## src/rtl/wb_map_pkg.sv

```systemverilog
package wb_map_pkg;

   // region codes, top nibble of the bus address
   localparam logic [3:0] REG_RAM   = 4'h0;
   localparam logic [3:0] REG_IO    = 4'h4;
   localparam logic [3:0] REG_TIMER = 4'h8;

   localparam int RAM_WORDS = 2048;
   localparam int RAM_AW    = 11; // log2 of RAM_WORDS

   // word offsets inside the i/o region
   localparam logic [11:0] IO_GPIO  = 12'd0;
   localparam logic [11:0] IO_PRINT = 12'd1;
   localparam logic [11:0] IO_HALT  = 12'd2;

   // word offsets inside the timer region
   localparam logic [11:0] TMR_MTIME    = 12'd0;
   localparam logic [11:0] TMR_MTIMECMP = 12'd1;

endpackage

```

## src/rtl/wb_bus_pkg.sv

```systemverilog
package wb_bus_pkg;

   localparam int WB_AW = 32;
   localparam int WB_DW = 32;
   localparam int WB_SW = 4;

   // one address, seen whole or split into fields
   typedef union packed {
      logic [WB_AW-1:0] raw;
      struct packed {
         logic [3:0]  region;   // slave select
         logic [13:0] unused;
         logic [11:0] word;     // register or ram word
         logic [1:0]  byte_off;
      } fields;
   } wb_addr_u;

endpackage
```

## src/rtl/wb_bus_if.sv

```systemverilog
`timescale 1ns/10ps

interface wb_bus_if;
   import wb_bus_pkg::*;

   wb_addr_u         adr;
   logic [WB_DW-1:0] dat_w;
   logic [WB_SW-1:0] sel;
   logic             we;
   logic             cyc;   // also serves as stb
   logic [WB_DW-1:0] dat_r;
   logic             ack;

   modport master (
      output adr, dat_w, sel, we, cyc,
      input  dat_r, ack
   );

   modport slave (
      input  adr, dat_w, sel, we, cyc,
      output dat_r, ack
   );

endinterface

```

## src/rtl/wb_sim_io.sv

```systemverilog
`timescale 1ns/10ps

module wb_sim_io (
   input  logic       wb_clk,
   input  logic       wb_rst,
   wb_bus_if.slave    i_bus,
   output logic       o_gpio,
   output logic       o_print_valid,
   output logic [7:0] o_print_char,
   output logic       o_halt
);
   import wb_bus_pkg::*;
   import wb_map_pkg::*;

   logic             wr;
   logic             ack_q;
   logic             gpio_q;
   logic             print_valid_q;
   logic [7:0]       print_char_q;
   logic             halt_q;
   logic [WB_DW-1:0] rdat_q;

   assign wr = i_bus.cyc & i_bus.we & ~ack_q;

   always_ff @(posedge wb_clk) begin
      if (wb_rst) begin
         ack_q         <= 1'b0;
         gpio_q        <= 1'b0;
         print_valid_q <= 1'b0;
         halt_q        <= 1'b0;
      end else begin
         ack_q         <= i_bus.cyc & ~ack_q;
         print_valid_q <= wr & (i_bus.adr.fields.word == IO_PRINT); // lines up with ack
         if (wr && i_bus.adr.fields.word == IO_GPIO) begin
            gpio_q <= i_bus.dat_w[0];
         end
         if (wr && i_bus.adr.fields.word == IO_HALT) begin
            halt_q <= 1'b1; // sticky
         end
      end
   end

   always_ff @(posedge wb_clk) begin
      if (wr && i_bus.adr.fields.word == IO_PRINT) begin
         print_char_q <= i_bus.dat_w[7:0];
      end
      rdat_q <= (i_bus.adr.fields.word == IO_GPIO) ? {{(WB_DW-1){1'b0}}, gpio_q} : '0;
   end

   assign i_bus.dat_r   = rdat_q;
   assign i_bus.ack     = ack_q;
   assign o_gpio        = gpio_q;
   assign o_print_valid = print_valid_q;
   assign o_print_char  = print_char_q;
   assign o_halt        = halt_q;

   a_print_pulse: assert property (@(posedge wb_clk) disable iff (wb_rst)
      o_print_valid |=> !o_print_valid);

endmodule

```

## src/flat_wrapper.sv

```systemverilog
// flat-port wrapper written by rule: the top's interface ports become plain ports
module wb_sim_io_flat import wb_bus_pkg::*; import wb_map_pkg::*;
  (wb_clk, wb_rst, o_gpio, o_print_valid, o_print_char, o_halt, i_bus_adr, i_bus_dat_w, i_bus_sel, i_bus_we, i_bus_cyc, i_bus_dat_r, i_bus_ack);
  wb_bus_if i_bus_i ();
  input  logic wb_clk;
  input  logic wb_rst;
  output logic o_gpio;
  output logic o_print_valid;
  output logic [7:0] o_print_char;
  output logic o_halt;
  input wire logic [$bits(i_bus_i.adr)-1:0] i_bus_adr;
  input wire logic [$bits(i_bus_i.dat_w)-1:0] i_bus_dat_w;
  input wire logic [$bits(i_bus_i.sel)-1:0] i_bus_sel;
  input wire logic [$bits(i_bus_i.we)-1:0] i_bus_we;
  input wire logic [$bits(i_bus_i.cyc)-1:0] i_bus_cyc;
  output wire logic [$bits(i_bus_i.dat_r)-1:0] i_bus_dat_r;
  output wire logic [$bits(i_bus_i.ack)-1:0] i_bus_ack;
  assign i_bus_i.adr = i_bus_adr;
  assign i_bus_i.dat_w = i_bus_dat_w;
  assign i_bus_i.sel = i_bus_sel;
  assign i_bus_i.we = i_bus_we;
  assign i_bus_i.cyc = i_bus_cyc;
  assign i_bus_dat_r = i_bus_i.dat_r;
  assign i_bus_ack = i_bus_i.ack;
  wb_sim_io u_core (.wb_clk(wb_clk), .wb_rst(wb_rst), .i_bus(i_bus_i), .o_gpio(o_gpio), .o_print_valid(o_print_valid), .o_print_char(o_print_char), .o_halt(o_halt));
endmodule
```

## config.mk

```make
export PLATFORM = sky130hd
export DESIGN_NAME = wb_sim_io_flat
export DESIGN_NICKNAME = d
export VERILOG_FILES = /design/src/rtl/wb_map_pkg.sv /design/src/rtl/wb_bus_pkg.sv /design/src/rtl/wb_bus_if.sv /design/src/rtl/wb_sim_io.sv /design/src/flat_wrapper.sv
export SDC_FILE = /design/constraint.sdc
export NUM_CORES = 1
export LEC_CHECK = 0
export ABC_AREA = 1
export BUFFER_PORTS_ARGS = -buffer_cell sky130_fd_sc_hd__buf_4
export CAP_MARGIN = 20
export CORE_MARGIN = 4
export CORE_UTILIZATION = 31
export CTS_BUF_LIST = sky130_fd_sc_hd__clkbuf_8
export CTS_CLUSTER_DIAMETER = 60
export DETAILED_ROUTE_END_ITERATION = 10
export PLACE_DENSITY = 0.87
export SLEW_MARGIN = 20
export SYNTH_ARGS = -nofsm -noshare
export SYNTH_HDL_FRONTEND = slang
export SYNTH_SLANG_ARGS = --single-unit
```

## constraint.sdc

```tcl
create_clock -name wb_clk -period 2.19 [get_ports wb_clk]
set_input_delay 0.438 -clock wb_clk [delete_from_list [all_inputs] [get_ports wb_clk]]
set_output_delay 0.438 -clock wb_clk [all_outputs]
set_load 0.005 [all_outputs]
```

* Yosys cells after proc, flatten, opt, wreduce, memory -nomap -nowiden
Index checks and enable logic that the tools add are counted.
** Word-level totals
- Flip-flop bits (word level) :: 44
- Bits of input ports :: 72
- Output and inout port bits :: 44
** Cells by class
- Equal/unequal tests :: 2
- Bitwise logic cells :: 5
- Reductions and logical operators :: 4
** Operators by type and width (count)
- == test 12 x 1 -> 1 bit (second input constant) :: 1
- == test 12 x 2 -> 1 bit (second input constant) :: 1
- logical NOT 12 bit :: 1
- AND 1 bit :: 4
- logical AND 1 bit :: 3
- NOT 1 bit :: 1

* Logic depth before layout (Yosys ltp)
Gate-level depths: netlist of the first run.
- Depth after elaboration :: 3
- Depth in mapped cells :: 7
- Depth with buffers taken out :: 7

* Worst setup path before layout of the first run
OpenSTA, ideal clock, no wires.
- Path type :: input to register
- Start :: input port i_bus_adr[13]
- End :: register u_core.print_char_q[0] (netlist: u_core.o_print_char[0]) (enable)
- Required time :: 1.820 ns
- Slack :: 0.607 ns
- Path buffers :: 0
- Arrival time :: 1.213 ns
- Stages :: 5
- Library setup time :: 0.370 ns
- Cell sequence :: nor2_1 -> nand2_1 -> nor2_4 -> nand3_1 -> nor2_1
** Between the ends
- Cells in the longest elaborated chain, start to end :: 2
** Ends and longest elaborated chain
- start, declared :: line flat_wrapper.sv:11 : input wire logic [$bits(i_bus_i.adr)-1:0] i_bus_adr;
- == test 12 x 1 -> 1 bit :: line wb_sim_io.sv:44 : if (wr && i_bus.adr.fields.word == IO_PRINT) begin
- logical AND 1 bit :: line wb_sim_io.sv:44
- end signal, assigned :: line wb_sim_io.sv:45 : print_char_q <= i_bus.dat_w[7:0];
- end, declared :: line wb_sim_io.sv:19 : logic [7:0] print_char_q;
No other way between the ends.
A chain may end at the register's enable or synchronous reset.

* Worst setup path after layout of the first run
- Start :: input port i_bus_adr[11]
- End :: register u_core.print_char_q[0] (netlist: u_core.o_print_char[0]) (enable)
The elaborated chain is that of the path after synthesis.

==> results of run 1 <==
state kept, by name, summed over array words and instances (netlist names):
register / count
u_core.o_print_char: 8
u_core.i_bus.ack: 1
u_core.i_bus.dat_r: 1
u_core.o_gpio: 1
u_core.o_halt: 1
u_core.o_print_valid: 1
kinds of logic (layout without fill, tap and decap cells):
| family | Yosys count | count (layout) | share of synthesized area, % |
|---|---|---|---|
| other | 1 | 31 | 0.504 |
| flip-flops | 13 | 13 | 45.7 |
| AND/OR/NAND/NOR | 26 | 26 | 15.8 |
| buffers and inverters | 43 | 53 | 37.3 |
| AO/OA/AOI/OAI | 1 | 1 | 0.672 |
cell usage after synthesis, drive strengths merged:
master,count,share of area (%)
nand2,8,4.0
nor3,3,2.0
nand4,1,0.84
dfxtp,5,13
conb,1,0.50
inv,12,6.0
nor2,9,5.5
a21oi,1,0.67
nand3,5,3.4
buf,31,31
edfxtp,8,32
metrics by stage:
stage	instances	utilization, %	area, um^2	hold slack, ps
after floorplan	114	-	857	441
after global placement	148	41.6	937	438
after detailed placement	148	41.6	937	441
after CTS	152	43.6	982	369
after global routing	152	43.6	982	362
final	152	43.6	982	375
report_power, final:
group / internal (mW) / switching (mW)
combinational: 0.0309 / 0.0289
sequential: 0.261 / 0.000501
clock: 0.123 / 0.0739
path summary, 6_finish.rpt:
path,from,end,slack (ps),cells past startpoint
max,i_bus_adr[11],u_core.o_print_char[0],720,7
max reg2reg,u_core.i_bus.ack,u_core.o_print_char[0],860,6
min,i_bus_adr[3],u_core.i_bus.dat_r[0],370,2
min reg2reg,u_core.o_halt,u_core.o_halt,450,2
cell usage in the layout, fill, tap and decap left out:
cell and count:
sky130_fd_sc_hd__conb_1 31, sky130_fd_sc_hd__nor2_1 8, sky130_fd_sc_hd__edfxtp_1 8, sky130_fd_sc_hd__buf_4 37
sky130_fd_sc_hd__nor2_4 1, sky130_fd_sc_hd__a21oi_1 1, sky130_fd_sc_hd__inv_1 13, sky130_fd_sc_hd__nor3_1 3
sky130_fd_sc_hd__dfxtp_1 5, sky130_fd_sc_hd__nand4_1 1, sky130_fd_sc_hd__nand2_1 8, sky130_fd_sc_hd__nand3_1 5
sky130_fd_sc_hd__clkbuf_8 3
metal layers:
layer / global-route usage [%] / wire length [um] / vias to the layer above
met5: 0 / 0 / -
met4: 5.96 / 22 / 0
met3: 1.36 / 160 / 2
met2: 14.4 / 755 / 34
li1: - / - / 275
met1: 8.10 / 429 / 232
cell type report:
cell class                 count  area [um^2]
clock buffer                   3         41.3
clock inverter                 1         3.75
fill                         245         1270
inverter                      12         45.0
multi-input combinational     58          239
sequential                    13          340
tap                           28         35.0
timing repair buffer          37          278
worst max-delay path, delay by kind of cell:
family	cells	cell delay (ps)
and+or+nand+nor	5	670
buffers and inverters	2	310
==> out/results.txt, run 1 <==
Across the VDD grid, the largest voltage drop is 260 uV. The number of top-level design ports is 116. The first detailed-routing pass took 2 iterations. The tools report the element type at the critical path end as a flop. For the maximum number of pins on one net before global-route repair, the log shows 8. The clock sink total was 13; the static power due to leakage was 0.513 nW. On the worst path, the slowest cell contributes a delay of 220 ps. For the hold violation count in the final report, the log shows 0. No sink is reached through more buffers than the 2 on the longest clock path. From left edge to right edge, the die measures 57.0 um. Static timing analysis puts the maximum clock frequency at 0.680 GHz. The final-report max-slew violation count was 0; the placer congestion estimate was 0.809. The final route contains 543 vias. The via density per instance came out at 3.57. Dividing the detail-routed wire length by the instance count gives 8.99 um.

Once the floorplan was initialized, standard cells occupied 33.0% of the core. The tool flagged a number of max-cap violations equal to 0. Buffers inserted during clock tree synthesis total 3. The synthesis-stage register bit count was 13; the number of placement rows was 17. The worst hold path class was in -> reg. The final worst slack was 720 ps; the total die area was 3250 um^2. Setup violations remaining at the end of the flow were counted as 0. Summed over all layers, the global routing overflow is 0. In this run the cell area of the synthesized design comes to 744 um^2. After technology mapping, the gate count stands at 84. For the global-route total usage across every layer, the log shows 7.96%. The area of the core is 2250 um^2.

The worst setup path is launched from an input pin. Timing analysis after detailed placement gives a worst setup slack of 475 ps. Antenna diode instance count: 0. For the total power consumption of the routed design, the log shows 518 uW.

The tools report the total number of H-tree levels as 1. Setup repair after global routing left no endpoint under its margin. The later pin in the worst-skew pair is clocked with a latency of 230 ps. Data on the critical path arrives at its endpoint at 1410 ps. The first global-routing pass estimated 1970 um of wire. The number of remaining DRC errors came out at 0. The run gives 5.22 ps as the worst-case clock skew. TritonCTS built the clock tree. Library cell used as clock root buffer: sky130_fd_sc_hd__clkbuf_8. Once the clock tree was built, the resizer swapped 0 gates to a different size. The cell with the biggest individual delay on the critical path is sky130_fd_sc_hd__nor2_1. Cells with a size suffix above 1 make up 33.1% of the layout. The fraction of the yosys area taken by sequential cells came out at 45.7%.

Along the worst path, the maximum fanout reaches 6. Buffers added to address setup during post-CTS repair amount to 0. Number of antenna violations at the first check in global routing: 0. The share of the clock period used by the worst path after layout works out to 67.1%.

The number of hold buffers added after CTS was 0. Yosys printed 0 warnings. The aggregate routed wire length is 1370 um, and the required time reported for the critical path endpoint is 2140 ps.

Traced cell by cell, the critical path runs through buf_4 -> nor2_1 -> nand2_1 -> nor2_4 -> nand3_1 -> nor2_1 -> buf_4. The run finished with clean final reports. The type of the worst setup path was in -> reg.

The count of nets left with antenna violations after detail routing is 0, and the clock transition at the register clock pins on the worst setup and hold paths after CTS is 50 ps. Port buffering added 36 buffers. After synthesis, the netlist uses 12 different library cells. The final period demand of the worst path is 1470 ps, and the accumulated negative setup slack is 0 ps. A synthesized cell averages 8.86 um^2. The die extent in y is 57.0 um. For this block, the initial DRC count from the detailed router was 3. Detailed placement finished with a half-perimeter wire length of 1230 um.

The number of global-route vias before repair was 464. The final layout contains 197 nets. The area growth from synthesis to final layout was 31.9%; the power density normalized to cell area was 527 nW/um^2.
Note: power is estimated with default switching activity, not from simulation.
==> inputs of run 2 (changes only) <==
--- a/config.mk
+++ b/config.mk
@@ -5,15 +5,15 @@
 export SDC_FILE = /design/constraint.sdc
 export NUM_CORES = 1
 export LEC_CHECK = 0
-export ABC_AREA = 1
+export ABC_AREA = 0
 export BUFFER_PORTS_ARGS = -buffer_cell sky130_fd_sc_hd__buf_4
 export CAP_MARGIN = 20
 export CORE_MARGIN = 4
-export CORE_UTILIZATION = 31
+export CORE_UTILIZATION = 26
 export CTS_BUF_LIST = sky130_fd_sc_hd__clkbuf_8
 export CTS_CLUSTER_DIAMETER = 60
 export DETAILED_ROUTE_END_ITERATION = 10
-export PLACE_DENSITY = 0.87
+export PLACE_DENSITY = 0.78
 export SLEW_MARGIN = 20
 export SYNTH_ARGS = -nofsm -noshare
 export SYNTH_HDL_FRONTEND = slang
==> constraint.sdc (replaced) <==
create_clock -name wb_clk -period 1.2 [get_ports wb_clk]
set_input_delay 0.24 -clock wb_clk [delete_from_list [all_inputs] [get_ports wb_clk]]
set_output_delay 0.24 -clock wb_clk [all_outputs]
set_load 0.005 [all_outputs]
==> run 2 against run 1 <==
  * The run now ends with setup timing left
  * Flip-flop and latch count unchanged
  * Clock skew down 4.4 ps
  * Combinational power up 130%
  * Synthesized area unchanged
  * Via count down 1.5%
  * Non-clock buffer count up 6
  * Sequential power up 83%
  * Highest routed layer unchanged
==> out/results.txt, run 2 <==
The final period demand of the worst path works out to 1330 ps. Sorting the synthesized cells by area gives the leading types as sky130_fd_sc_hd__edfxtp_1 (32%), sky130_fd_sc_hd__buf_4 (31%), sky130_fd_sc_hd__dfxtp_1 (13%), sky130_fd_sc_hd__nor4_4 (5.7%), sky130_fd_sc_hd__o32ai_2 (2.2%). The post-synthesis area per instance was 11.5 um^2 (+29%). The flow ran to the end, but the final reports show violations. The number of antenna violations at the first check in global routing was 0 (unchanged); the number of iterations in the first detailed-routing pass was 2 (unchanged). The worst setup path is launched from a flop.

Source-to-sink clock delay at the later pin of the worst-skew pair: 230 ps (about the same). The total die area is 3780 um^2 (+16%), and the share of the synthesized area in the top cell type is 32.3% (unchanged). The run gives 37.5% (-0.5 points) as the proportion of power drawn by the clock network. sky130_fd_sc_hd__buf_4 is the most common cell in the netlist. Fraction of power consumed by sequential logic: 48.8% (-1.7 points).

The number of flops mapped to enable cells by yosys was 8 (unchanged); the number of global-route vias before repair was 486 (+4.7%). The total number of yosys warnings is 0 (unchanged). The worst hold path belongs to the class in -> reg.

The number of remaining DRC errors was 0 (unchanged). The logs give 0.746 (-7.8%) for the placer congestion estimate and 180 ps (-195 ps) for the worst hold slack after final layout. The aggregate routed wire length came out at 1560 um (+14%). The source of the worst register-to-register timing path is u_core.i_bus.ack. The tools report the global-route total usage across every layer as 7.44% (-0.52 points). The die extent in y works out to 61.5 um (+7.9%). The logs give 0 (unchanged) for the hold violation count in the final report and 18 (+6) for the number of distinct library cells after synthesis.

Combinational fraction of design power: 13.7% (+2.2 points). For the fraction of the yosys area taken by sequential cells, the log shows 45.7% (unchanged). The run gives 3 (unchanged) as the clock buffer count from CTS. The number of buffer cells added on primary ports is 36 (unchanged), and the die extent in x is 61.5 um (+7.9%). The run gives 1260 ps (-150 ps) as the arrival time of the worst setup path. The tools report the total of endpoints with negative setup slack in the final report as 8 (+8). The via density per instance is 3.77 (+5.5%), and the flip-flop count of the largest register, all copies and words added is 8 (unchanged). By count the netlist is led by sky130_fd_sc_hd__buf_4 (31), sky130_fd_sc_hd__edfxtp_1 (8), sky130_fd_sc_hd__dfxtp_1 (5). The worst register-to-register path ends at u_core.o_print_char[2]. For the total via count after detailed routing, the log shows 535 (-1.5%).

TritonCTS built the clock tree. The maximum number of pins on one net before global-route repair was 9 (+1); the summed instance area of the synthesized netlist was 744 um^2 (unchanged). The largest total area in the synthesized netlist belongs to sky130_fd_sc_hd__edfxtp_1. The synthesis-stage register bit count is 13 (unchanged).

The checks that failed: setup timing. The number of nets in the finished design is 184 (-6.6%), and the power density normalized to cell area is 921 nW/um^2 (+75%). Based on the critical path, the design can be clocked at up to 0.750 GHz. The internal portion of total power is 774 uW (+87%).

The total number of H-tree levels is 1 (unchanged). The capture endpoint of the worst hold path is u_core.o_print_char[7]. The run gives 0.789 ps (-4.43 ps) as the worst-case clock skew. The tools report the number of maximum-capacitance violations as 0 (unchanged). The synthesized netlist cell count came out at 65 (-23%). Setup repair after global routing could not meet its margin everywhere. The required time reported for the critical path endpoint is 1120 ps (-1020 ps). For the total power consumption of the routed design, the log shows 980 uW (+89%). The placed wire-length estimate after detailed placement was 1370 um (+12%); the clock transition at the register clock pins on the worst setup and hold paths after CTS was 50 ps (about the same).

STA classifies the critical path endpoint as a flop. The library cell used most frequently in the layout, excluding fill and tap cells, is sky130_fd_sc_hd__buf_4. The fraction of final layout cells sized beyond drive strength 1 is 50.5% (+17 points), and the number of top-level design ports is 116 (unchanged).

The critical-path maximum fanout is 8 (+2). The placed instance area is 993 um^2 (+6.0%), and the flop-to-flop setup slack is -130 ps (-990 ps). The origin of the worst min-delay path was i_bus_dat_w[7].

For the count of nets left with antenna violations after detail routing, the log shows 0 (unchanged). The switching share of power is 21.0% (+1.0 points), and the instance count along the most critical hold path is 1 (-1). In the layout the commonest cells are sky130_fd_sc_hd__buf_4 (43), sky130_fd_sc_hd__conb_1 (31), sky130_fd_sc_hd__edfxtp_1 (8), sky130_fd_sc_hd__dfxtp_1 (4), sky130_fd_sc_hd__clkbuf_8 (3).

From synthesis to final layout, the design area changed by 43.0%. The async set-reset flop share out of synthesis is 0% (unchanged). The fraction of the core area covered by cells at the end of the flow was 38.6% (-5.0 points); the buffer levels on the longest clock path was 2 (unchanged).

The run gives 27.0% (-6.0 points) as the initial cell density of the core. The post-route standard cell area excluding fillers came out at 1060 um^2 (+8.4%). The final routed wire length divided by cell count came out at 11.0 um (+22%). The logs give 206 uW (+99%) for the switching power and 0 (unchanged) for the final-report max-slew violation count. Hold buffer count at CTS: 0 (unchanged). In this run the clock root is driven by a sky130_fd_sc_hd__clkbuf_8. The tools report the static power due to leakage as 0.491 nW (-4.3%).

The number of cell instances on the worst register-to-register path is 3 (-3). The number of placement rows was 19 (+2). Most common flop cell mapped by yosys: sky130_fd_sc_hd__edfxtp_1.

The logs give 2760 um^2 (+22%) for the area of the core and 0 (unchanged) for the antenna diode instance count. The final worst slack is -133 ps (-853 ps), and the number of design-rule violations left by the first detailed-router iteration is 8 (+5). The run gives 0 (unchanged) as the total congestion overflow. The logs give 2030 um (+2.8%) for the first-pass GRT wire length and 551 uV (+110%) for the largest vdd supply drop.

The share of the clock period used by the worst path after layout came out at 111%. For the post-placement worst setup slack, the log shows -326 ps (-801 ps). For the clock sink total, the log shows 13 (unchanged).

By startpoint and endpoint, the worst setup path is classified as reg -> reg.
run 2: cell types whose count changed after synthesis, sizes merged, moves of 2 or more:
cell	delta
nand2b	+2
nand2	-7
nor4	+2
nor2	-6
inv	-11
nand3	-4
run 2: timing repair:
| item | 4_1_cts | 5_1_grt |
|---|---|---|
| setup buffers | 1 | 1 |
| pin swaps | 2 | 0 |
| endpoints found under the setup margin | 9 | 10 |
| resized for setup | 2 | 1 |
run 2: metrics by stage:
step,setup TNS [ps],instances
finish,-1050,142
floorplan,-854,95
detailed placement,-2810,137
global placement,-2350,137
CTS,-1060,142
global route,-1700,142
run 2: layout make-up:
type,instances,area (um^2)
multi-input cells,50,313
flip-flops and latches,13,342
repair buffers,43,323
fillers,271,1690
well taps,31,38.8
inverters,1,3.75
clock inverters,1,3.75
clock buffers,3,41.3
run 2: power by group through the flow:
stage               Combinational [mW]  Clock (mW)  Sequential (mW)
finish                           0.135       0.367            0.478
CTS                              0.132       0.383            0.478
global placement                 0.125           0            0.486
detailed placement               0.128           0            0.486
floorplan                        0.111           0            0.487
global route                     0.149       0.402            0.478
run 2: how the worst max path moves through the flow:
| stage | startpoint | end | cells after the start |
|---|---|---|---|
| finish | u_core.i_bus.ack | u_core.o_print_char[2] | 3 |
| global route | u_core.i_bus.ack | u_core.o_print_char[2] | 3 |
| CTS | u_core.i_bus.ack | u_core.o_print_char[3] | 3 |
| detailed placement | i_bus_adr[3] | u_core.o_print_char[2] | 4 |
| global placement | i_bus_adr[3] | u_core.o_print_char[0] | 4 |
| floorplan | u_core.i_bus.ack | u_core.o_print_char[0] | 3 |
run 2: logic make-up (layout without fill, tap and decap cells):
family / Yosys count / in the layout / share of synthesized area, %
compound gates: 1 / 1 / 2.19
buf+inv: 32 / 48 / 31.8
flops: 13 / 13 / 45.7
mux: 1 / 1 / 1.34
other cells: 1 / 31 / 0.504
simple gates: 17 / 17 / 18.5
run 2: critical path: stages (launching register included):
cell	delay (ps)
sky130_fd_sc_hd__dfxtp_2	330
sky130_fd_sc_hd__nor4bb_4	330
sky130_fd_sc_hd__nand3_2	150
sky130_fd_sc_hd__nor2_4	220
run 2: per-layer routing:
layer / vias to the layer above / wire length [um] / GRT usage, %
li1: 250 / - / -
met3: 2 / 268 / 2.73
met4: 0 / 8 / 3.64
met2: 40 / 797 / 13.3
met5: - / 0 / 0
met1: 243 / 486 / 7.58
